`config.mk`:
```
export PLATFORM = sky130hd
export DESIGN_NAME = lrelu_coef_unit
export DESIGN_NICKNAME = d
export VERILOG_FILES = /design/src/logic/lrelu_pkg.sv /design/src/logic/always_valid_cyclic_bram.sv /design/src/logic/coef_bram.sv /design/src/logic/lrelu_cfg_regs.sv /design/src/logic/lrelu_coef_unit.sv /design/src/logic/lrelu_scaler.sv
export SDC_FILE = /design/constraint.sdc
export NUM_CORES = 1
export LEC_CHECK = 0
export ABC_CLOCK_PERIOD_IN_PS = 6600
export BUFFER_PORTS_ARGS = -buffer_cell sky130_fd_sc_hd__buf_2
export CORE_MARGIN = 2
export CORE_UTILIZATION = 40
export CTS_CLUSTER_DIAMETER = 80
export DETAILED_ROUTE_END_ITERATION = 16
export MAX_ROUTING_LAYER = met4
export PLACE_DENSITY_LB_ADDON = 0.05
export SLEW_MARGIN = 20
export SYNTH_ARGS = -nofsm -noshare
export SYNTH_HDL_FRONTEND = slang
export SYNTH_SLANG_ARGS = --single-unit
```
`constraint.sdc`:
```
create_clock -name clk -period 6.6 [get_ports clk]
set_input_delay 0.33 -clock clk [delete_from_list [all_inputs] [get_ports clk]]
set_output_delay 0.33 -clock clk [all_outputs]
set_load 0.02 [all_outputs]
```
`src/logic/lrelu_pkg.sv`:
```
package lrelu_pkg;

  // coefficient table
  localparam int DEPTH   = 64;
  localparam int ADDR_W  = $clog2(DEPTH);
  localparam int COEF_W  = 8;   // signed slope, fraction bits set by frac_shift

  // datapath
  localparam int ACT_W   = 8;
  localparam int OUT_W   = 16;  // holds the full act * coef product
  localparam int SHIFT_W = 3;

  // ram read path and the buffer hiding it
  localparam int BRAM_LATENCY = 3;
  localparam int BUF_DEPTH    = BRAM_LATENCY + 1;
  localparam int PTR_W        = $clog2(BUF_DEPTH);

  // reset value of the length field, a full table
  localparam logic [ADDR_W-1:0] LAST_ADDR = ADDR_W'(DEPTH - 1);

  typedef struct packed {
    logic [ADDR_W-1:0]  table_len_m1;  // last table address
    logic [SHIFT_W-1:0] frac_shift;
  } cfg_t;

  // host load strobe with its coefficient
  typedef struct packed {
    logic              valid;
    logic [COEF_W-1:0] coef;
  } coef_wr_t;

  typedef struct packed {
    logic             valid;
    logic [ACT_W-1:0] data;
  } act_t;

  typedef struct packed {
    logic             valid;
    logic [OUT_W-1:0] data;
  } res_t;

endpackage

```
`src/logic/always_valid_cyclic_bram.sv`:
```
module always_valid_cyclic_bram (
  input  logic                         clk,
  input  logic                         clken,
  input  logic                         rst,
  input  logic                         restart,
  input  lrelu_pkg::cfg_t              cfg,
  input  lrelu_pkg::coef_wr_t          coef_wr,
  output logic [lrelu_pkg::COEF_W-1:0] coef,
  output logic                         coef_valid,
  input  logic                         coef_take
);

  enum logic [1:0] {S_WRITE, S_FILL1, S_FILL2, S_READ} state, state_next;

  logic [lrelu_pkg::ADDR_W-1:0] w_addr;
  logic [lrelu_pkg::ADDR_W-1:0] r_addr;
  logic [lrelu_pkg::PTR_W-1:0]  w_ptr;
  logic [lrelu_pkg::PTR_W-1:0]  r_ptr;
  logic [lrelu_pkg::PTR_W:0]    used;      // entries held in the buffer
  logic                         ram_we;
  logic                         ram_re;
  logic                         last_wr;
  logic                         rvalid;
  logic                         land;
  logic                         take;
  logic [lrelu_pkg::COEF_W-1:0] rdata;
  logic [lrelu_pkg::COEF_W-1:0] buf_q [lrelu_pkg::BUF_DEPTH];

  function automatic logic [lrelu_pkg::PTR_W-1:0] ptr_inc(
    input logic [lrelu_pkg::PTR_W-1:0] p
  );
    return (p == lrelu_pkg::BUF_DEPTH - 1) ? '0 : p + 1'b1;
  endfunction

  assign ram_we  = (state == S_WRITE) && coef_wr.valid;  // late loads fall on the floor
  assign last_wr = ram_we && (w_addr == cfg.table_len_m1);
  assign take    = coef_take && coef_valid;
  assign land    = rvalid && (state != S_WRITE);  // reads still in flight at restart are dropped

  always_comb begin
    state_next = state;
    unique case (state)
      S_WRITE: if (last_wr) state_next = S_FILL1;
      S_FILL1: if (rvalid) state_next = S_FILL2;
      S_FILL2: if (land && w_ptr == lrelu_pkg::BUF_DEPTH - 1) state_next = S_READ;
      S_READ:  state_next = S_READ;
    endcase
  end

  // fill1 lasts exactly latency+1 cycles, which issues one read per buffer entry.
  // after that every take is replaced by one new read, so entries plus reads in
  // flight stay at BUF_DEPTH and the buffer is never empty while valid
  always_comb begin
    unique case (state)
      S_FILL1:         ram_re = 1'b1;
      S_FILL2, S_READ: ram_re = take;
      default:         ram_re = 1'b0;
    endcase
  end

  assign coef_valid = (state == S_FILL2) || (state == S_READ);

  always_ff @(posedge clk) begin
    if (rst || restart) begin
      state  <= S_WRITE;
      w_addr <= '0;
      r_addr <= '0;
      w_ptr  <= '0;
      r_ptr  <= '0;
      used   <= '0;
    end else if (clken) begin
      state <= state_next;
      if (ram_we) begin
        w_addr <= last_wr ? '0 : w_addr + 1'b1;
      end
      if (ram_re) begin
        r_addr <= (r_addr == cfg.table_len_m1) ? '0 : r_addr + 1'b1;  // cyclic table
      end
      if (land) w_ptr <= ptr_inc(w_ptr);
      if (take) r_ptr <= ptr_inc(r_ptr);
      if (land && !take) begin
        used <= used + 1'b1;
      end else if (take && !land) begin
        used <= used - 1'b1;
      end
    end
  end

  always_ff @(posedge clk) begin
    if (clken && land) begin
      buf_q[w_ptr] <= rdata;
    end
  end

  assign coef = buf_q[r_ptr];  // next coefficient straight from the buffer

  coef_bram u_ram (
    .clk    (clk),
    .clken  (clken),
    .we     (ram_we),
    .waddr  (w_addr),
    .wdata  (coef_wr.coef),
    .re     (ram_re),
    .raddr  (r_addr),
    .rdata  (rdata),
    .rvalid (rvalid)
  );

  // the scaler qualifies its take with our valid
  a_take_when_valid: assert property (
    @(posedge clk) disable iff (rst)
    coef_take |-> coef_valid
  ) else $error("coefficient taken while none is valid");

  a_no_overflow: assert property (
    @(posedge clk) disable iff (rst || restart)
    land |-> (used != lrelu_pkg::BUF_DEPTH)
  ) else $error("ram data arrived with the buffer full");

endmodule

```
`src/logic/coef_bram.sv`:
```
module coef_bram (
  input  logic                         clk,
  input  logic                         clken,
  input  logic                         we,
  input  logic [lrelu_pkg::ADDR_W-1:0] waddr,
  input  logic [lrelu_pkg::COEF_W-1:0] wdata,
  input  logic                         re,
  input  logic [lrelu_pkg::ADDR_W-1:0] raddr,
  output logic [lrelu_pkg::COEF_W-1:0] rdata,
  output logic                         rvalid
);

  logic [lrelu_pkg::COEF_W-1:0] mem [lrelu_pkg::DEPTH];

  // output register chain, last stage is the ram output
  logic [lrelu_pkg::COEF_W-1:0] rd_pipe [lrelu_pkg::BRAM_LATENCY];

  // read strobe travels beside the data so rvalid cannot drift from rdata
  logic [lrelu_pkg::BRAM_LATENCY-1:0] re_pipe = '0;

  always_ff @(posedge clk) begin
    if (clken && we) begin
      mem[waddr] <= wdata;
    end
  end

  always_ff @(posedge clk) begin
    if (clken) begin
      rd_pipe[0] <= mem[raddr];
      for (int i = 1; i < lrelu_pkg::BRAM_LATENCY; i++) begin
        rd_pipe[i] <= rd_pipe[i-1];
      end
    end
  end

  always_ff @(posedge clk) begin
    if (clken) begin
      re_pipe <= {re_pipe[lrelu_pkg::BRAM_LATENCY-2:0], re};
    end
  end

  assign rdata  = rd_pipe[lrelu_pkg::BRAM_LATENCY-1];
  assign rvalid = re_pipe[lrelu_pkg::BRAM_LATENCY-1];

endmodule

```
`src/logic/lrelu_cfg_regs.sv`:
```
module lrelu_cfg_regs (
  input  logic            clk,
  input  logic            rst,
  input  logic            cfg_we,
  input  logic            cfg_addr,
  input  logic [7:0]      cfg_wdata,
  output lrelu_pkg::cfg_t cfg,
  output logic            restart
);

  // address 0 is the table length, address 1 the fraction shift
  always_ff @(posedge clk) begin
    if (rst) begin
      cfg.table_len_m1 <= lrelu_pkg::LAST_ADDR;
      cfg.frac_shift   <= '0;
    end else if (cfg_we) begin
      if (cfg_addr) begin
        cfg.frac_shift <= cfg_wdata[lrelu_pkg::SHIFT_W-1:0];
      end else begin
        cfg.table_len_m1 <= cfg_wdata[lrelu_pkg::ADDR_W-1:0];
      end
    end
  end

  // a new length invalidates the loaded table, so the reader starts over
  always_ff @(posedge clk) begin
    if (rst) begin
      restart <= 1'b0;
    end else begin
      restart <= cfg_we && !cfg_addr;  // lands together with the new length
    end
  end

  // the host must leave a gap between length writes, or the reader
  // would see a restart while it is still clearing
  a_restart_single: assert property (
    @(posedge clk) disable iff (rst)
    restart |=> !restart
  ) else $error("restart held for more than one cycle");

endmodule

```
`src/logic/lrelu_coef_unit.sv`:
```
module lrelu_coef_unit (
  input  logic                clk,
  input  logic                clken,
  input  logic                rst,
  input  logic                cfg_we,
  input  logic                cfg_addr,
  input  logic [7:0]          cfg_wdata,
  input  lrelu_pkg::coef_wr_t coef_wr,
  input  lrelu_pkg::act_t     act,
  output logic                ready,
  output lrelu_pkg::res_t     res
);

  lrelu_pkg::cfg_t              cfg;
  logic                         restart;
  logic [lrelu_pkg::COEF_W-1:0] coef;
  logic                         coef_valid;
  logic                         coef_take;

  lrelu_cfg_regs u_cfg (
    .clk       (clk),
    .rst       (rst),
    .cfg_we    (cfg_we),
    .cfg_addr  (cfg_addr),
    .cfg_wdata (cfg_wdata),
    .cfg       (cfg),
    .restart   (restart)
  );

  always_valid_cyclic_bram u_reader (
    .clk        (clk),
    .clken      (clken),
    .rst        (rst),
    .restart    (restart),
    .cfg        (cfg),
    .coef_wr    (coef_wr),
    .coef       (coef),
    .coef_valid (coef_valid),
    .coef_take  (coef_take)
  );

  lrelu_scaler u_scaler (
    .clk        (clk),
    .clken      (clken),
    .rst        (rst),
    .cfg        (cfg),
    .act        (act),
    .coef       (coef),
    .coef_valid (coef_valid),
    .coef_take  (coef_take),
    .ready      (ready),
    .res        (res)
  );

endmodule

```
`src/logic/lrelu_scaler.sv`:
```
module lrelu_scaler (
  input  logic                         clk,
  input  logic                         clken,
  input  logic                         rst,
  input  lrelu_pkg::cfg_t              cfg,
  input  lrelu_pkg::act_t              act,
  input  logic [lrelu_pkg::COEF_W-1:0] coef,
  input  logic                         coef_valid,
  output logic                         coef_take,
  output logic                         ready,
  output lrelu_pkg::res_t              res
);

  localparam int EXT_W = lrelu_pkg::OUT_W - lrelu_pkg::ACT_W;

  logic                               act_neg;
  logic signed [lrelu_pkg::OUT_W-1:0] act_ext;
  logic signed [lrelu_pkg::OUT_W-1:0] prod;
  logic signed [lrelu_pkg::OUT_W-1:0] scaled;
  logic signed [lrelu_pkg::OUT_W-1:0] result;

  // an activation is only accepted when a coefficient is there for it
  assign coef_take = act.valid && coef_valid;
  assign ready     = coef_valid;

  assign act_neg = act.data[lrelu_pkg::ACT_W-1];
  assign act_ext = {{EXT_W{act_neg}}, act.data};

  // full width signed product, then drop the fraction bits of the slope
  assign prod   = $signed(act.data) * $signed(coef);
  assign scaled = prod >>> cfg.frac_shift;

  assign result = act_neg ? scaled : act_ext;  // positives pass through

  always_ff @(posedge clk) begin
    if (rst) begin
      res.valid <= 1'b0;
    end else if (clken) begin
      res.valid <= coef_take;
    end
  end

  always_ff @(posedge clk) begin
    if (clken && coef_take) begin
      res.data <= result;
    end
  end

  // an accepted activation gives a result with known data one cycle later
  a_res_timing: assert property (
    @(posedge clk) disable iff (rst)
    (clken && coef_take) |=> (res.valid && !$isunknown(res.data))
  ) else $error("accepted activation gave no defined result one cycle later");

endmodule

```
==> flow_summary.json <==
{
  "yosys_warnings": 0,
  "dp.cells": 2312,
  "fill_cells": 5706,
  "worst_path_max_delay_cell": "mux4_2",
  "dp_hpwl_um": 38100,
  "fin_tns_setup_ps": 0,
  "ys_types": 55,
  "vias_per_cell": 5.34,
  "worstMarginPinSlew_ps": 1000,
  "gr-total-overflow": 0,
  "clkLatencyLatePin_ps": 590,
  "finalNonFillerCells": 2442,
  "cts_tree": "yes",
  "clock-sinks": 624,
  "critPathRequiredTime_ps": 6980,
  "skew_ps": 20.5,
  "critPathArrivalTime_ps": 6460,
  "powerDensity_nw_per_um2": 292,
  "fp.dieW_um": 263,
  "yosys.area.top_type": "edfxtp_1",
  "syn_area_um2": 26800,
  "final_antenna_net_count": 0,
  "drc": 0,
  "track_usage_pct": 18.6,
  "crit_path_max_fanout": 8,
  "drv_slew": 0,
  "first_iter_violations": 1195,
  "drt-total-wl_um": 61400,
  "wl_per_cell_um": 25.2,
  "initial_core_util_pct": 40.6,
  "maxCapViolations": 0,
  "rsz0062_at_grt": "no",
  "max_freq_mhz": 164,
  "ctsHoldBuffers": 6,
  "syn-num-nets": 1564,
  "synthToLayoutAreaGrowth_pct": 12.8,
  "ioPinCount": 49,
  "vias": 13100,
  "cts_setup_buffers": 0,
  "nNetsFinal": 1647,
  "yosys.area.top_type_share_pct": 65.7,
  "drive_gt1_share_pct": 22.6,
  "status": "completed",
  "startpoint_type": "register",
  "path_clk_slew_ps": 60,
  "min_path_type": "in2reg",
  "synth_area_per_cell_um2": 18.6,
  "first_pass_iters": 5,
  "cts_made_buffers": 69,
  "synthArstFlopShare_pct": 0,
  "h-tree-depth": 3,
  "die_h_um": 263,
  "slew_headroom_pct": 33.0,
  "crit_chain": "buf_4 > mux4_2 > and2_1 > fa_1 > inv_1 > fa_1 > inv_1 > fa_1 > inv_1 > fa_1 > inv_1 > ha_1 > nand3_1 > o211ai_1 > o221ai_1 > o21ai_0 > xnor2_1 > nor2_1 > a2111oi_0",
  "critPathCaptureType": "register",
  "grt_pass1_vias": 13800,
  "port_buffers": 46,
  "ys_ff_latch": 624,
  "clockRootBuffer": "clkbuf_16",
  "gp_congestion": 0.797,
  "slowest_delay_ps": 650,
  "setup_violations": 0,
  "syn_inst": 1442,
  "hold_violations": 0,
  "irDropWorstVdd_v": 0.000179,
  "antenna_found_initial": 2,
  "postCtsResizedCells": 0,
  "grt_pass1_wl_um": 91600,
  "leakagePower_uw": 0.00976,
  "rows": 94,
  "core_area_um2": 66100,
  "ys_seq_area_share_pct": 68.5,
  "critPathKind": "reg2reg",
  "ys.flop_type": "edfxtp_1",
  "synthTopCellsByArea": "edfxtp_1 (66%), mux4_2 (15%), fa_1 (4.1%)",
  "cts_buffer_depth": 3,
  "period_share_pct": 92.2,
  "fin_crit_ps": 6090,
  "p_total_uw": 8830,
  "holdWs_ps": 49.2,
  "synth_edf_count": 587,
  "die_area_um2": 69200,
  "grt_max_degree": 65
}
## final timing paths
path,startpoint,slack (ps),to,depth (start not counted)
hold / removal,cfg_we,50,u_cfg.cfg[2],3
setup / recovery,register,510,u_scaler.res[9],19
hold reg to reg,u_reader.u_ram.rd_pipe[0][12],420,u_reader.u_ram.rd_pipe[0][20],0
setup reg to reg,register,510,u_scaler.res[9],19
## power breakdown
part           switching, uW  leakage, uW  internal, uW  total (uW)
logic                    487      0.00311           331         818
registers               13.0      0.00560          4350        4370
clock network           1520      0.00105          2120        3640
total                   2020      0.00976          6800        8830
## per-stage QoR
step	setup WS, ps	cell area (um^2)	utilization, %
floorplan	984	26800	-
global placement	596	28100	42.5
detailed placement	452	28100	42.5
CTS	467	30300	45.8
global route	135	30300	45.8
finish	515	30300	45.8
## placed cells by master (no fill, tap or decap), types with 5 or more instances in the layout
cell type and instances:
edfxtp_1 587, mux4_2 180, nor2_1 112, inv_1 90, clkbuf_16 72, fa_1 55
and2_1 51, nand2_1 47, buf_2 45, ha_1 36, dfxtp_1 34, a21oi_1 23
xor2_1 22, buf_4 21, clkinv_1 16, xnor2_1 16, nor2b_1 14, nand3_1 13
clkinv_2 13, clkbuf_1 13, mux2i_1 10, o21ai_0 9, a211o_1 8, dlygate4sd3_1 6
or2_2 5, nor3_1 5
## synth_stat cells, types with 8 or more instances
master and count:
nand2_1 47, ha_1 36, a211o_1 8, nor2_1 112, inv_1 90, xnor2_1 16
o21ai_0 9, a21oi_1 23, fa_1 55, buf_2 12, dfxtp_1 37, mux4_2 180
xor2_1 22, nor2b_1 14, edfxtp_1 587, buf_1 11, clkbuf_1 34, and2_1 51
mux2i_1 10, nand3_1 13
## cell families (layout without fill, tap and decap cells)
group           after synthesis  in the layout  share of synthesized area (%)
mux                         193            193                           15.6
simple gates                265            265                           4.64
flops                       624            624                           68.5
fa+ha+maj                    91             91                           5.78
buf+inv                     152            287                           2.23
other cells                   0              1                              0
xor+xnor                     38             38                           1.24
compound gates               79             79                           2.04
## routing by layer
layer / track usage, % / wire (um)
met2: 29.1 / 29800
met4: 5.05 / 1120
met5: - / 0
met3: 2.66 / 2670
met1: 25.8 / 27800
## worst max-delay path: cells and delay by family, from the launching register on
family,cells,cell delay (ps)
adder cells (fa/ha/maj),5,2350
flip-flops,1,330
AO/OA/AOI/OAI,4,1060
buffers and inverters,5,400
AND/OR/NAND/NOR,3,500
multiplexers,1,650
XOR/XNOR,1,570
## registers in the layout, indices dropped and copies added, names as in the netlist, named ones only
register                count
u_reader.buf_q             32
u_reader.r_ptr              2
u_reader.w_ptr              2
u_reader.u_ram.mem        512
u_reader.state              2
u_reader.u_ram.re_pipe      3
u_reader.w_addr             6
u_reader.u_ram.rd_pipe     24
u_cfg.restart               1
u_reader.r_addr             6
u_cfg.cfg                   9
u_scaler.res               17
## layout make-up
class	instances	area [um^2]	area share (%)
inverters	91	342	1.13
clock inverters	38	282	0.930
diodes	1	2.50	0.00827
well taps	864	1080	3.57
flip-flops and latches	624	18400	60.7
multi-input cells	666	7860	26.0
clock buffers	85	1850	6.12
repair buffers	73	463	1.53
Note: power is estimated with default switching activity, not from simulation.
